$ cat config.mk
export PLATFORM = sky130hd
export DESIGN_NAME = accessDecode_flat
export DESIGN_NICKNAME = d
export VERILOG_FILES = /design/src/common/cachePkg.sv /design/src/common/arrayIf.sv /design/src/common/fillIf.sv /design/src/cache/accessDecode.sv /design/src/flat_wrapper.sv
export SDC_FILE = /design/constraint.sdc
export NUM_CORES = 1
export LEC_CHECK = 0
export BUFFER_PORTS_ARGS = -buffer_cell sky130_fd_sc_hd__buf_2
export CAP_MARGIN = 30
export CORE_AREA = 3 3 129 131
export CTS_CLUSTER_DIAMETER = 100
export CTS_CLUSTER_SIZE = 14
export DETAILED_ROUTE_END_ITERATION = 6
export DIE_AREA = 0 0 132 134
export PLACE_DENSITY = 0.56
export RECOVER_POWER = 25
export SLEW_MARGIN = 20
export SYNTH_ARGS = -nofsm -noshare
export SYNTH_HDL_FRONTEND = slang
export SYNTH_SLANG_ARGS = --single-unit
export TNS_END_PERCENT = 10
$ cat constraint.sdc
create_clock -name CLK -period 5.1 [get_ports CLK]
set_input_delay 0.255 -clock CLK [delete_from_list [all_inputs] [get_ports CLK]]
set_output_delay 0.255 -clock CLK [all_outputs]
set_load 0.05 [all_outputs]
$ cat src/common/cachePkg.sv
`default_nettype none

package cachePkg;

	typedef logic [31:0] addrT;
	typedef logic [31:0] wordT;
	typedef logic [3:0]  byteEnT;
	typedef logic [3:0]  wayMaskT;
	typedef logic [5:0]  lruT;	// pairwise age bits between the four ways
	typedef logic [18:0] tagT;	// address 28:10 in the default geometry

	typedef enum logic [1:0] {cacheArea, noCacheArea, ioArea, otherArea} areaE;
	typedef enum logic [1:0] {opRead, opWrite, opLineFill} opKindE;

	typedef struct packed {
		logic [2:0] rsvdHi;
		logic       cpBit;	// purge, clears itself
		logic [2:0] rsvdLo;
		logic       ceBit;	// cache enable
	} ccrT;

	localparam addrT       ccrAddr      = 32'hFFFFFE92;
	localparam logic [7:0] ccrWriteMask = 8'h11;
	localparam logic [7:0] ccrReadMask  = 8'h01;

	// oldest way according to the age bits
	function automatic wayMaskT victimWay(input lruT lru);
		if (lru[5] && lru[4] && lru[3])
			return 4'b0001;
		else if (!lru[5] && lru[2] && lru[1])
			return 4'b0010;
		else if (!lru[4] && !lru[2] && lru[0])
			return 4'b0100;
		else if (!lru[3] && !lru[1] && !lru[0])
			return 4'b1000;
		return 4'b0001;	// inconsistent orderings fall back to way 0
	endfunction

	function automatic lruT lruTouch(input wayMaskT way, input lruT lru);
		lruT res;
		res = lru;
		if (way[3]) begin
			res[3] = 1'b1;
			res[1] = 1'b1;
			res[0] = 1'b1;
		end else if (way[2]) begin
			res[4] = 1'b1;
			res[2] = 1'b1;
			res[0] = 1'b0;
		end else if (way[1]) begin
			res[5] = 1'b1;
			res[2] = 1'b0;
			res[1] = 1'b0;
		end else begin
			res[5:3] = 3'b000;
		end
		return res;
	endfunction

endpackage

`default_nettype wire

$ cat src/common/arrayIf.sv
`timescale 1ns/1ns
`default_nettype none

interface arrayIf import cachePkg::*; ();

	addrT    lookupAddr;
	addrT    wrAddr;
	wordT    wrData;
	byteEnT  wrBe;
	wayMaskT wrWay;
	logic    hitWrite;	// byte merge into the hitting way
	logic    fillWrite;	// full word from a burst beat
	logic    touch;
	logic    purgeAll;
	logic    hit;
	wayMaskT hitWay;
	wayMaskT victim;
	wordT    rdData;

	modport decode (
		output lookupAddr, wrAddr, wrData, wrBe, wrWay,
		output hitWrite, fillWrite, touch, purgeAll,
		input  hit, hitWay, victim
	);

	modport arrays (
		input  lookupAddr, wrAddr, wrData, wrBe, wrWay,
		input  hitWrite, fillWrite, touch, purgeAll,
		output hit, hitWay, victim, rdData
	);

	modport result (input rdData);

endinterface

`default_nettype wire

$ cat src/common/fillIf.sv
`timescale 1ns/1ns
`default_nettype none

interface fillIf import cachePkg::*; ();

	logic    start;
	addrT    opAddr;
	wordT    opData;
	byteEnT  opBe;
	opKindE  kind;
	wayMaskT fillWay;	// victim latched at the miss
	logic    active;
	wordT    beatData;
	addrT    beatAddr;
	logic    beatValid;
	logic    done;

	modport decode (
		output start, opAddr, opData, opBe, kind, fillWay,
		input  active, beatData, beatAddr, beatValid, done
	);

	modport seq (
		input  start, opAddr, opData, opBe, kind,
		output active, beatData, beatAddr, beatValid, done
	);

	modport result (input start, kind, active, beatData, done);

endinterface

`default_nettype wire

$ cat src/cache/accessDecode.sv
`timescale 1ns/1ns
`default_nettype none

module accessDecode import cachePkg::*; (
	input  wire         CLK,
	input  wire         RST_N,
	input  wire addrT   cbusAddr,
	input  wire wordT   cbusDataIn,
	input  wire         cbusWr,
	input  wire byteEnT cbusBe,
	input  wire         cbusReq,
	arrayIf.decode      arr,
	fillIf.decode       fill,
	output ccrT         ccr
);

	areaE area;
	logic ccrSel;
	logic canIssue;
	logic cacheOn;
	logic hitRead;
	logic lineFill;
	logic extRead;
	logic extWrite;
	logic ccrWrite;
	logic pending;	// read already sent out for the held request
	logic served;
	logic fillBusy;

	always_comb begin
		case (cbusAddr[31:29])
			3'b000:  area = cacheArea;
			3'b001:  area = noCacheArea;
			3'b111:  area = ioArea;
			default: area = otherArea;
		endcase
	end

	assign ccrSel = (cbusAddr == ccrAddr);

	// nothing new goes out while the bus is busy or a purge is running
	assign canIssue = cbusReq && !fill.active && !pending && !ccr.cpBit;
	assign cacheOn  = (area == cacheArea) && ccr.ceBit;
	assign hitRead  = canIssue && !cbusWr && cacheOn && arr.hit;
	assign lineFill = canIssue && !cbusWr && cacheOn && !arr.hit;
	assign extRead  = canIssue && !cbusWr && !ccrSel && !cacheOn && (area != otherArea);
	assign extWrite = canIssue && cbusWr && !ccrSel && (area != otherArea);
	assign ccrWrite = canIssue && cbusWr && ccrSel;

	assign fill.start  = extRead || extWrite || lineFill;
	assign fill.opAddr = cbusAddr;
	assign fill.opData = cbusDataIn;
	assign fill.opBe   = cbusBe;

	always_comb begin
		if (lineFill)
			fill.kind = opLineFill;
		else if (extWrite)
			fill.kind = opWrite;
		else
			fill.kind = opRead;
	end

	assign arr.lookupAddr = cbusAddr;
	assign arr.wrAddr     = fillBusy ? fill.beatAddr : cbusAddr;
	assign arr.wrData     = fillBusy ? fill.beatData : cbusDataIn;
	assign arr.wrBe       = cbusBe;
	assign arr.wrWay      = fillBusy ? fill.fillWay : arr.hitWay;
	assign arr.hitWrite   = extWrite && cacheOn && arr.hit;	// write-through also updates the line
	assign arr.fillWrite  = fillBusy && fill.beatValid;
	assign arr.touch      = hitRead;
	assign arr.purgeAll   = ccr.cpBit;

	always_ff @(posedge CLK or negedge RST_N) begin
		if (!RST_N) begin
			ccr      <= '0;
			pending  <= 1'b0;
			served   <= 1'b0;
			fillBusy <= 1'b0;
		end else begin
			served <= fill.done;
			if (extRead || lineFill)
				pending <= 1'b1;
			else if (served)
				pending <= 1'b0;	// CPU takes the word in this cycle
			if (lineFill)
				fillBusy <= 1'b1;
			else if (fill.done)
				fillBusy <= 1'b0;
			if (ccrWrite)
				ccr <= ccrT'(cbusDataIn[7:0] & ccrWriteMask);
			else if (ccr.cpBit)
				ccr.cpBit <= 1'b0;
		end
	end

	always_ff @(posedge CLK) begin
		if (lineFill)
			fill.fillWay <= arr.victim;
	end

endmodule

`default_nettype wire

$ cat src/flat_wrapper.sv
// flat-port wrapper written by rule: the top's interface ports become plain ports
module accessDecode_flat import cachePkg::*;
  (CLK, RST_N, cbusAddr, cbusDataIn, cbusWr, cbusBe, cbusReq, ccr, arr_lookupAddr, arr_wrAddr, arr_wrData, arr_wrBe, arr_wrWay, arr_hitWrite, arr_fillWrite, arr_touch, arr_purgeAll, arr_hit, arr_hitWay, arr_victim, fill_start, fill_opAddr, fill_opData, fill_opBe, fill_kind, fill_fillWay, fill_active, fill_beatData, fill_beatAddr, fill_beatValid, fill_done);
  arrayIf arr_i ();
  fillIf fill_i ();
  input  wire CLK;
  input  wire RST_N;
  input  wire addrT cbusAddr;
  input  wire wordT cbusDataIn;
  input  wire cbusWr;
  input  wire byteEnT cbusBe;
  input  wire cbusReq;
  output ccrT ccr;
  output wire logic [$bits(arr_i.lookupAddr)-1:0] arr_lookupAddr;
  output wire logic [$bits(arr_i.wrAddr)-1:0] arr_wrAddr;
  output wire logic [$bits(arr_i.wrData)-1:0] arr_wrData;
  output wire logic [$bits(arr_i.wrBe)-1:0] arr_wrBe;
  output wire logic [$bits(arr_i.wrWay)-1:0] arr_wrWay;
  output wire logic [$bits(arr_i.hitWrite)-1:0] arr_hitWrite;
  output wire logic [$bits(arr_i.fillWrite)-1:0] arr_fillWrite;
  output wire logic [$bits(arr_i.touch)-1:0] arr_touch;
  output wire logic [$bits(arr_i.purgeAll)-1:0] arr_purgeAll;
  input wire logic [$bits(arr_i.hit)-1:0] arr_hit;
  input wire logic [$bits(arr_i.hitWay)-1:0] arr_hitWay;
  input wire logic [$bits(arr_i.victim)-1:0] arr_victim;
  output wire logic [$bits(fill_i.start)-1:0] fill_start;
  output wire logic [$bits(fill_i.opAddr)-1:0] fill_opAddr;
  output wire logic [$bits(fill_i.opData)-1:0] fill_opData;
  output wire logic [$bits(fill_i.opBe)-1:0] fill_opBe;
  output wire logic [$bits(fill_i.kind)-1:0] fill_kind;
  output wire logic [$bits(fill_i.fillWay)-1:0] fill_fillWay;
  input wire logic [$bits(fill_i.active)-1:0] fill_active;
  input wire logic [$bits(fill_i.beatData)-1:0] fill_beatData;
  input wire logic [$bits(fill_i.beatAddr)-1:0] fill_beatAddr;
  input wire logic [$bits(fill_i.beatValid)-1:0] fill_beatValid;
  input wire logic [$bits(fill_i.done)-1:0] fill_done;
  assign arr_lookupAddr = arr_i.lookupAddr;
  assign arr_wrAddr = arr_i.wrAddr;
  assign arr_wrData = arr_i.wrData;
  assign arr_wrBe = arr_i.wrBe;
  assign arr_wrWay = arr_i.wrWay;
  assign arr_hitWrite = arr_i.hitWrite;
  assign arr_fillWrite = arr_i.fillWrite;
  assign arr_touch = arr_i.touch;
  assign arr_purgeAll = arr_i.purgeAll;
  assign arr_i.hit = arr_hit;
  assign arr_i.hitWay = arr_hitWay;
  assign arr_i.victim = arr_victim;
  assign fill_start = fill_i.start;
  assign fill_opAddr = fill_i.opAddr;
  assign fill_opData = fill_i.opData;
  assign fill_opBe = fill_i.opBe;
  assign fill_kind = fill_i.kind;
  assign fill_fillWay = fill_i.fillWay;
  assign fill_i.active = fill_active;
  assign fill_i.beatData = fill_beatData;
  assign fill_i.beatAddr = fill_beatAddr;
  assign fill_i.beatValid = fill_beatValid;
  assign fill_i.done = fill_done;
  accessDecode u_core (.CLK(CLK), .RST_N(RST_N), .cbusAddr(cbusAddr), .cbusDataIn(cbusDataIn), .cbusWr(cbusWr), .cbusBe(cbusBe), .cbusReq(cbusReq), .arr(arr_i), .fill(fill_i), .ccr(ccr));
endmodule
Word-level counts from Yosys, hierarchy flattened
Cells that the tools add are included.
- eq/ne operators: 4
- muxes and demuxes: 11
- reductions and logical operators: 32
- operators with widths (kind ; number):
    2-to-1 mux 32 bit ; 2
    == test 32 bit (second input constant) ; 1
    logical AND 1 bit ; 18
    zero test 1 bit ; 7
    2-to-1 mux 1 bit ; 6
    one-hot mux 2 bit (3 select lines) ; 1
    2-to-1 mux 4 bit ; 1
    nonzero test 2 bit ; 2
    == test 3 x 1 -> 1 bit (second input constant) ; 1
    == test 3 bit (second input constant) ; 1
    zero test 3 bit ; 1
    logical OR 1 bit ; 3
    zero test 2 bit ; 1
    2-to-1 mux 2 bit ; 1
    != test 2 bit (second input constant) ; 1
- register bits: 9
- logic and storage cells: 53

Depth between registers and ports, before layout
Gate-level depths: netlist of run 1.
- depth after elaboration: 10
- depth in mapped cells: 5
- gate-level depth less buffers: 4

Worst setup path before layout of run 1
OpenSTA, ideal clock, no wires.
- path kind: register -> output
- start: reg, netlist name u_core.ccr[0]
- end: out arr_hitWrite
- data arrival time: 2152 ps
- data required time: 4845 ps
- setup slack: 2693 ps
- stages on the path, launching flop included: 4
- path buffers: 0
- cells stage by stage: dfrtp_1 > nor4b_2 > nand2_1 > nor3_1
- longest elaborated chain between the ends: 3
- ends and longest elaborated chain (element ; line ; RTL):
    logical AND 1 bit ; accessDecode.sv:43 ; assign cacheOn = (area == cacheArea) && ccr.ceBit;
    logical AND 1 bit (2 in a row) ; accessDecode.sv:69 ; assign arr.hitWrite = extWrite && cacheOn && arr.hit;
    to (decl) ; flat_wrapper.sv:19 ; output wire logic [$bits(arr_i.hitWrite)-1:0] arr_hitWrite;
Every way passes these cells.

Final worst setup path of run 1
- start: reg u_core.fillBusy
- end: out arr_wrAddr[12]
- longest elaborated chain between the ends: 1
- ends and longest elaborated chain (element ; line ; RTL):
    from (decl) ; accessDecode.sv:28 ; logic fillBusy;
    from (signal assigned) ; accessDecode.sv:79 ; fillBusy <= 1'b0;
    from (signal assigned) ; accessDecode.sv:87 ; fillBusy <= 1'b1;
    from (signal assigned) ; accessDecode.sv:89 ; fillBusy <= 1'b0;
    2-to-1 mux 32 bit ; accessDecode.sv:65 ; assign arr.wrAddr = fillBusy ? fill.beatAddr : cbusAddr;
    to (decl) ; flat_wrapper.sv:15 ; output wire logic [$bits(arr_i.wrAddr)-1:0] arr_wrAddr;
Every way passes these cells.

==> results.py, run 1 <==
metrics = {
    "timing": {
        "worstMarginPinSlew_ns": 0.883,
        "final.setup_skew_ns": 0.000597,
        "hold_viol_final": 0,
        "max_freq_mhz": 392,
        "setup_violations": 0,
        "fin_crit_sh": 0.500,
        "slew_viol_final": 0,
        "rsz0062_at_grt": "no",
        "fin_crit_ns": 2.55,
        "maxSlewHeadroom": 0.411,
        "fin_setup_tns_ns": 0,
        "timing.hold.ws_ns": 0.173,
    },
    "cts": {
        "post_cts_buffers": 0,
        "clk_path_buf_depth": 2,
        "cts_max_level": 1,
        "clock_latency_ns": 0.23,
        "cts_hold_buf": 1,
        "cts_buffers": 3,
        "ctsResizeCount": 0,
        "cts_tree": "done",
        "cts-root-buf": "clkbuf_16",
        "path_clk_slew_ns": 0.04,
        "cts_sinks": 9,
    },
    "placement": {
        "portBuffers": 320,
        "place_congestion": 0.738,
        "dp_hpwl_um": 7700,
    },
    "run_status": {
        "status": "finished, final reports clean",
    },
    "cells_and_area": {
        "fin_nets": 595,
        "drive_gt1_frac": 0.825,
        "antenna_cells": 0,
        "regArea_um2": 246,
        "final_util": 0.206,
        "area_delta_synth_final_pct": 49.1,
        "multi_input_comb_area_um2": 1060,
        "nFillCells": 1778,
    },
    "detailed_routing": {
        "drcViolationCount": 0,
        "avgRoutedWirePerCell_um": 13.1,
        "drt_wl_total_um": 8680,
        "vias": 2354,
        "first_pass_iters": 2,
        "ant_nets": 0,
        "drt-initial-drc-count": 25,
        "via_per_inst": 3.56,
    },
    "floorplanning": {
        "start_util": 0.138,
        "die_y_um": 134,
        "die_w_um": 132,
        "core_um2": 15700,
        "die_area_um2": 17700,
        "row_count": 46,
        "num_io_pins": 339,
    },
    "logic_synthesis": {
        "synthArstFlopShare": 0.556,
        "syn-mean-instance-area_um2": 9.25,
        "synth_edf_count": 4,
        "ys_top_cells_by_count": "112 x buf_4, 68 x mux2_2, 7 x buf_2",
        "yosys_warnings": 0,
        "yosysTopAreaCell": "buf_4",
        "ys_top_cells_by_area": "buf_4 39%, mux2_2 35%, dfrtp_1 5.8%",
        "synth_cell_type_count": 31,
        "synthFlopType": "dfrtp_1",
        "synth_seq_cells": 9,
        "synth_cells": 235,
        "synth_top_area_frac": 0.387,
        "syn_area_um2": 2170,
        "synth-seq-area-share": 0.113,
        "yosysMostFrequentCell": "buf_4",
    },
    "critical_path": {
        "ff2ff_setup_slack_ns": 3.29,
        "cp.required_ns": 4.85,
        "path_max_fanout": 39,
        "critPathArrivalTime_ns": 2.30,
        "end_kind": "output port",
        "startpoint_type": "register",
        "crit_type": "reg -> out",
    },
    "grt": {
        "overflow": 0,
        "grtUsageTotal": 0.0847,
        "grt_pass1_wl_um": 12200,
        "grt_max_degree": 40,
        "antenna_found_initial": 0,
        "grt_pass1_vias": 2307,
    },
    "power": {
        "ir_drop_mv": 0.0941,
        "p_leak_nw": 1.68,
        "pwr_density_cell_nw_per_um2": 198,
    },
    "hold_path": {
        "hp-class": "in -> reg",
    },
    "job": {
        "cap_violations": 0,
    },
}
-- path summary, 6_finish.rpt --
check,startpoint,to,cells after the start
min in group asynchronous,RST_N,u_core.pending,2
min,fill_done,u_core.served,1
max in group asynchronous,RST_N,u_core.fillBusy,2
max reg2reg,u_core.arr.purgeAll,u_core.fill.fillWay[2],4
min reg2reg,u_core.ccr[0],u_core.ccr[0],1
max,u_core.fillBusy,arr_wrAddr[12],3
-- kinds of logic after synthesis --
logic type,Yosys count,share of synthesized area
compound gates,5,0.0178
buf+inv,122,0.408
flops,9,0.113
mux,69,0.358
other cells,1,0.00173
simple gates,29,0.102
-- state kept, by name, indices dropped and copies added (netlist names) --
signal	cells
u_core.pending	1
u_core.arr.purgeAll	1
u_core.ccr	1
u_core.fillBusy	1
u_core.served	1
u_core.fill.fillWay	4
-- layout make-up --
class / instances / area share
Multi-Input combinational cell: 109 / 0.327
Sequential cell: 9 / 0.0761
Tap cell: 216 / 0.0834
Clock buffer: 4 / 0.0243
Timing Repair Buffer: 322 / 0.487
Inverter: 2 / 0.00232
-- stage by stage --
stage / area (µm²) / total power [W] / worst slack [ns] / std cells
2_1_floorplan: 2190 / 0.000451 / 2.69 / 240
3_5_place_dp: 3190 / 0.000513 / 2.71 / 657
5_1_grt: 3240 / 0.000668 / 2.41 / 662
3_3_place_gp: 3190 / 0.000513 / 2.72 / 657
6_report: 3240 / 0.000643 / 2.55 / 662
4_1_cts: 3280 / 0.000651 / 2.47 / 662
-- routing by layer --
metal,global-route usage,vias up,part of all wire
met3,0.0180,6,0.11
met2,0.174,194,0.53
met1,0.0893,1028,0.35
met5,0,-,0
met4,0.0117,0,0.0063
li1,-,1126,-
-- power by group --
part | total, W | leakage [nW] | switching, W | internal, W
Sequential | 0.0000776 | 0.102 | 0.000000592 | 0.0000770
Combinational | 0.000429 | 1.54 | 0.000324 | 0.000105
Clock | 0.000135 | 0.0382 | 0.0000313 | 0.000104
Total | 0.000643 | 1.68 | 0.000356 | 0.000286
-- cells in the final DEF, fill, tap and decap left out, drive strengths merged, types with 3 or more instances in the layout --
cell    instances
conb            6
nand4           5
nor2            5
nand2           3
buf           287
clkbuf         38
mux2           69
dfrtp           5
edfxtp          4
-- critical path, stage by stage (launching register included) --
cell and delay (ns):
dfrtp_2 0.91, buf_4 0.51, mux2_2 0.40, buf_2 0.21
No activity file was read; power rests on OpenSTA's default activity.
==> run 2, diff against run 1 <==
--- a/config.mk
+++ b/config.mk
@@ -5,14 +5,15 @@
 export SDC_FILE = /design/constraint.sdc
 export NUM_CORES = 1
 export LEC_CHECK = 0
+export ABC_AREA = 1
 export BUFFER_PORTS_ARGS = -buffer_cell sky130_fd_sc_hd__buf_2
 export CAP_MARGIN = 30
-export CORE_AREA = 3 3 129 131
+export CORE_AREA = 3 3 130 132
 export CTS_CLUSTER_DIAMETER = 100
 export CTS_CLUSTER_SIZE = 14
 export DETAILED_ROUTE_END_ITERATION = 6
-export DIE_AREA = 0 0 132 134
-export PLACE_DENSITY = 0.56
+export DIE_AREA = 0 0 133 135
+export PLACE_DENSITY = 0.58
 export RECOVER_POWER = 25
 export SLEW_MARGIN = 20
 export SYNTH_ARGS = -nofsm -noshare
==> constraint.sdc (replaced) <==
create_clock -name CLK -period 2.25 [get_ports CLK]
set_input_delay 0.1125 -clock CLK [delete_from_list [all_inputs] [get_ports CLK]]
set_output_delay 0.1125 -clock CLK [all_outputs]
set_load 0.05 [all_outputs]
==> results.py, run 2 <==
metrics = {
    "timing": {
        "fin_setup_tns_ns": 0,
        "fin_crit_ns": 1.78,
        "maxSlewHeadroom": 0.584,
        "worstMarginPinSlew_ns": 0.627,
        "fin_crit_sh": 0.791,
        "slew_viol_final": 0,
        "rsz0062_at_grt": "no",
        "setup_violations": 0,
        "final.setup_skew_ns": 0.000732,
        "timing.hold.ws_ns": 0.0510,
        "hold_viol_final": 0,
        "max_freq_mhz": 562,
    },
    "cts": {
        "cts_max_level": 1,
        "ctsResizeCount": 0,
        "clk_path_buf_depth": 2,
        "path_clk_slew_ns": 0.04,
        "cts_sinks": 9,
        "clock_latency_ns": 0.24,
        "cts_buffers": 3,
        "cts-root-buf": "clkbuf_16",
        "cts_tree": "done",
    },
    "floorplanning": {
        "num_io_pins": 339,
        "die_area_um2": 18000,
        "die_y_um": 135,
        "row_count": 46,
        "core_um2": 15800,
        "start_util": 0.153,
        "die_w_um": 133,
    },
    "logic_synthesis": {
        "synth_cells": 452,
        "synth_xor_area_frac": 0,
        "yosysMostFrequentCell": "nand2_1",
        "yosys_warnings": 0,
        "synth_compound_area_frac": 0.0346,
        "synthMuxAreaShare": 0,
        "synth_edf_count": 4,
        "syn-mean-instance-area_um2": 5.36,
        "syn_area_um2": 2420,
        "ys_top_cells_by_area": "buf_4 36%, nand2_1 35%, dfrtp_1 5.2%",
        "ys_top_cells_by_count": "224 x nand2_1, 116 x buf_4, 29 x nor2_1",
        "synth_fa_ha_area_frac": 0,
        "synth_seq_cells": 9,
        "synth_cell_type_count": 21,
        "synth_top_family_by_area": "simple AND/OR/NAND/NOR gates",
        "synth-seq-area-share": 0.101,
        "synthArstFlopShare": 0.556,
        "synth_simple_gate_area_frac": 0.440,
        "yosysTopAreaCell": "buf_4",
        "synthFlopType": "dfrtp_1",
        "synth_top_area_frac": 0.359,
    },
    "run_status": {
        "status": "finished, final reports clean",
    },
    "critical_path": {
        "end_kind": "output port",
        "crit_chain": "inv_1 > nand2_1 > nor2_1 > inv_1 > nor2_1 > inv_1 > nor3_1 > buf_4 > buf_2",
        "startpoint_type": "register",
        "path_max_fanout": 5,
        "slowest_delay_ns": 0.38,
        "cp_common_cell": "inv_1",
        "cp.required_ns": 2.14,
        "crit_slowest_cell": "dfrtp_1",
        "critPathArrivalTime_ns": 1.67,
        "crit_type": "reg -> out",
    },
    "cells_and_area": {
        "fin_nets": 809,
        "drive_gt1_frac": 0.456,
        "area_delta_synth_final_pct": 44.2,
        "largest_register_ffs": 4,
        "antenna_cells": 0,
        "final_util": 0.221,
        "final_common_cell": "buf_2",
        "largest-register": "u_core.fill.fillWay",
        "layout_common_cells": "286 x buf_2, 224 x nand2_1, 35 x clkbuf_1",
    },
    "hold_path": {
        "hp-class": "in -> reg",
    },
    "placement": {
        "dp_hpwl_um": 9540,
        "place_congestion": 0.744,
        "portBuffers": 320,
    },
    "power": {
        "seq_power_share": 0.117,
        "p_leak_nw": 2.16,
        "p_sw_w": 0.000864,
        "internal_power_w": 0.000633,
        "pwr_density_cell_nw_per_um2": 428,
        "combPwrFrac": 0.673,
        "p_sw_frac": 0.577,
        "total_power_w": 0.00150,
        "ir_drop_mv": 0.398,
        "clkPwrFrac": 0.210,
    },
    "job": {
        "cap_violations": 0,
    },
    "detailed_routing": {
        "ant_nets": 0,
        "via_per_inst": 3.67,
        "drt_wl_total_um": 10900,
        "drcViolationCount": 0,
        "vias": 3214,
        "drt-initial-drc-count": 163,
        "avgRoutedWirePerCell_um": 12.5,
        "first_pass_iters": 4,
    },
    "grt": {
        "grt_max_degree": 53,
        "overflow": 0,
        "antenna_found_initial": 0,
        "gr-usage-met2": 0.185,
        "use_met1": 0.138,
        "grtUsageTotal": 0.105,
        "grt_pass1_wl_um": 15300,
        "busiest_layer": "met2",
        "gr-usage-met3": 0.0145,
        "grt_pass1_vias": 2892,
    },
}
run 2: critical path, delay by kind of cell (launching register included):
kind          cells  cell delay, ns
buf+inv           5            0.62
simple gates      4            0.44
flops             1            0.38
run 2: metrics by stage:
stage	setup slack, ns	instance area, µm²	cells
after global routing	0.320	3500	876
after CTS	0.451	3540	876
after global placement	0.747	3440	870
after detailed placement	0.712	3440	870
final	0.471	3500	876
after floorplan	0.370	2440	457
run 2: cell type report:
cell class,count,area [µm²]
timing repair buffer,326,1620
inverter,28,105
tap,216,270
sequential,9,246
fill,1847,12300
multi-input combinational,293,1170
clock buffer,4,78.8
run 2: kinds of logic after synthesis:
group / Yosys count
AOI/OAI and AO/OA: 16
buffers and inverters: 155
DFF: 9
other: 1
and+or+nand+nor: 271
run 2: power by group through the flow:
stage	Clock, W	Combinational [W]	Sequential, W
after global routing	0.000336	0.00106	0.000175
after global placement	0	0.00102	0.000178
after detailed placement	0	0.00102	0.000178
after CTS	0.000324	0.00102	0.000176
final	0.000315	0.00101	0.000176
after floorplan	0	0.000853	0.000178
run 2: what timing repair did:
| action | CTS | global route |
|---|---|---|
| setup buffers | 0 | 0 |
| setup endpoints to repair | 0 | 0 |
| hold endpoints to repair | 6 | 0 |
| hold buffers | 2 | 0 |
run 2: path summary, 6_finish.rpt:
check / slack, ns / endpoint / cells after the start / from
min in group asynchronous: 0.28 / u_core.served / 2 / RST_N
min reg2reg: 0.52 / u_core.ccr[0] / 2 / u_core.ccr[0]
max: 0.47 / fill_kind[1] / 9 / u_core.arr.purgeAll
max in group asynchronous: 1.73 / u_core.fillBusy / 2 / RST_N
max reg2reg: 0.79 / u_core.fill.fillWay[2] / 8 / u_core.arr.purgeAll
min: 0.05 / u_core.fill.fillWay[1] / 1 / arr_victim[1]
run 2: routing by layer:
| layer | routed length, µm | up-vias |
|---|---|---|
| met4 | 63 | 0 |
| li1 | - | 1656 |
| met1 | 4570 | 1391 |
| met2 | 5400 | 160 |
| met5 | 0 | - |
| met3 | 907 | 7 |
==> run 3, diff against run 2 <==
--- a/config.mk
+++ b/config.mk
@@ -8,12 +8,12 @@
 export ABC_AREA = 1
 export BUFFER_PORTS_ARGS = -buffer_cell sky130_fd_sc_hd__buf_2
 export CAP_MARGIN = 30
-export CORE_AREA = 3 3 130 132
+export CORE_AREA = 3 3 129 131
 export CTS_CLUSTER_DIAMETER = 100
 export CTS_CLUSTER_SIZE = 14
 export DETAILED_ROUTE_END_ITERATION = 6
-export DIE_AREA = 0 0 133 135
-export PLACE_DENSITY = 0.58
+export DIE_AREA = 0 0 132 134
+export PLACE_DENSITY = 0.57
 export RECOVER_POWER = 25
 export SLEW_MARGIN = 20
 export SYNTH_ARGS = -nofsm -noshare
==> constraint.sdc (replaced) <==
create_clock -name CLK -period 1.8 [get_ports CLK]
set_input_delay 0.09 -clock CLK [delete_from_list [all_inputs] [get_ports CLK]]
set_output_delay 0.09 -clock CLK [all_outputs]
set_load 0.05 [all_outputs]
==> results.py, run 3 (synthesis gave the netlist of run 2 again) <==
metrics = {
    "run_status": {
        "status": "finished, final reports clean",
    },
    "detailed_routing": {
        "avgRoutedWirePerCell_um": 12.2,
        "drcViolationCount": 0,
        "vias": 3175,
        "drt-initial-drc-count": 108,
        "first_pass_iters": 5,
        "ant_nets": 0,
        "via_per_inst": 3.62,
        "drt_wl_total_um": 10700,
    },
    "critical_path": {
        "r2r_end": "u_core.fill.fillWay[2]",
        "crit_slowest_cell": "dfrtp_1",
        "reg2regPathDepth": 9,
        "path_max_fanout": 3,
        "startpoint_type": "register",
        "critPathArrivalTime_ns": 1.55,
        "crit_chain": "nor2_1 > nand4_1 > a21oi_2 > nand2_1 > nor2_1 > buf_2",
        "rr_startpoint": "u_core.arr.purgeAll",
        "slowest_delay_ns": 0.37,
        "end_kind": "output port",
        "ff2ff_setup_slack_ns": 0.24,
        "cp.required_ns": 1.71,
        "cp_common_cell": "nor2_1",
        "crit_type": "reg -> out",
    },
    "placement": {
        "portBuffers": 320,
        "place_congestion": 0.815,
        "pre_cts_ws_ns": 0.279,
        "dp_hpwl_um": 9250,
    },
    "timing": {
        "rsz0062_at_grt": "no",
        "slew_viol_final": 0,
        "final.setup_skew_ns": 0.00423,
        "worstMarginPinSlew_ns": 0.629,
        "layout_setup_ws_ns": 0.161,
        "max_freq_mhz": 610,
        "fin_crit_sh": 0.911,
        "hold_viol_final": 0,
        "maxSlewHeadroom": 0.582,
        "fin_setup_tns_ns": 0,
        "fin_crit_ns": 1.64,
        "setup_violations": 0,
    },
    "job": {
        "cap_violations": 0,
    },
    "grt": {
        "grtUsageTotal": 0.104,
        "overflow": 0,
        "antenna_found_initial": 0,
        "grt_max_degree": 44,
        "grt_pass1_wl_um": 15200,
        "grt_pass1_vias": 2861,
    },
    "hold_path": {
        "hold_path_end": "u_core.fill.fillWay[0]",
        "hp-class": "in -> reg",
        "hold_depth": 1,
        "holdCritStartpoint": "arr_victim[0]",
    },
    "cells_and_area": {
        "fin_nets": 811,
        "antenna_cells": 0,
        "largest_register_ffs": 4,
        "final_util": 0.227,
        "final_common_cell": "buf_2",
        "area_delta_synth_final_pct": 46.9,
        "layout_common_cells": "283 x buf_2, 224 x nand2_1, 35 x clkbuf_1",
        "drive_gt1_frac": 0.459,
        "largest-register": "u_core.fill.fillWay",
    },
    "cts": {
        "clock_latency_ns": 0.24,
        "cts_tree": "done",
        "cts-root-buf": "clkbuf_16",
        "path_clk_slew_ns": 0.04,
        "cts_max_level": 1,
        "clk_path_buf_depth": 2,
        "cts_buffers": 3,
        "cts_sinks": 9,
    },
    "power": {
        "p_sw_frac": 0.575,
        "clkPwrFrac": 0.211,
        "combPwrFrac": 0.672,
        "p_leak_nw": 2.18,
        "seq_power_share": 0.117,
        "ir_drop_mv": 0.450,
        "internal_power_w": 0.000799,
        "total_power_w": 0.00188,
        "pwr_density_cell_nw_per_um2": 528,
        "p_sw_w": 0.00108,
    },
    "floorplanning": {
        "die_w_um": 132,
        "num_io_pins": 339,
        "die_area_um2": 17700,
        "row_count": 46,
        "die_y_um": 134,
        "core_um2": 15700,
        "start_util": 0.154,
    },
}
## run 3: cell count changes in the layout (fill, tap and decap cells not counted)
| cell | delta |
|---|---|
| buf_12 | +3 |
| buf_2 | -3 |
| buf_4 | +1 |
| buf_6 | +1 |
| nor2_1 | -1 |
| nor2_2 | +1 |
## run 3: layout make-up
class / count / area [µm²]
clock buffer: 4 / 78.8
fill: 1855 / 12200
inverter: 28 / 105
multi-input combinational: 293 / 1180
sequential: 9 / 246
tap: 216 / 270
timing repair buffer: 328 / 1690
## run 3: through the flow
stage / area (µm²) / hold WS, ns / std cells
floorplan: 2440 / -0.206 / 457
global placement: 3490 / -0.0850 / 871
detailed placement: 3490 / -0.0805 / 871
CTS: 3590 / 0.0257 / 877
global route: 3560 / 0.0311 / 878
finish: 3560 / 0.0319 / 878
## run 3: repair_timing
item | 4_1_cts | 5_1_grt
endpoints found under the hold margin | 6 | 0
setup buffers | 0 | 1
resized for setup | 0 | 4
endpoints found under the setup margin | 0 | 2
hold buffers | 2 | 0
## run 3: how the worst max path moves through the flow
stage,from,end,slack [ns],depth (start not counted)
after CTS,u_core.arr.purgeAll,fill_kind[1],0.01,9
after global routing,u_core.arr.purgeAll,fill_kind[1],0.02,9
after floorplan,u_core.fillBusy,arr_wrAddr[0],-0.06,3
final,u_core.pending,arr_hitWrite,0.16,6
after detailed placement,u_core.arr.purgeAll,fill_kind[1],0.28,9
after global placement,u_core.arr.purgeAll,fill_kind[1],0.31,9
## run 3: routing by layer
layer | GRT usage | vias up | share of wire
li1 | - | 1658 | -
met1 | 0.142 | 1370 | 0.44
met2 | 0.181 | 141 | 0.49
met3 | 0.0113 | 6 | 0.072
met4 | 0.0152 | 0 | 0.0041
met5 | 0 | - | 0
## run 3: power groups by stage
| stage | clock network [W] | registers, W | logic [W] |
|---|---|---|---|
| after detailed placement | 0 | 0.000222 | 0.00127 |
| after CTS | 0.000404 | 0.000219 | 0.00128 |
| final | 0.000397 | 0.000220 | 0.00126 |
| after floorplan | 0 | 0.000222 | 0.00107 |
| after global routing | 0.000419 | 0.000219 | 0.00133 |
| after global placement | 0 | 0.000222 | 0.00127 |
## run 3: critical path: cells and delay by family, from the launching register on
kind / cells / cell delay (ns)
compound gates: 1 / 0.19
buf+inv: 1 / 0.26
flops: 1 / 0.37
simple gates: 4 / 0.48
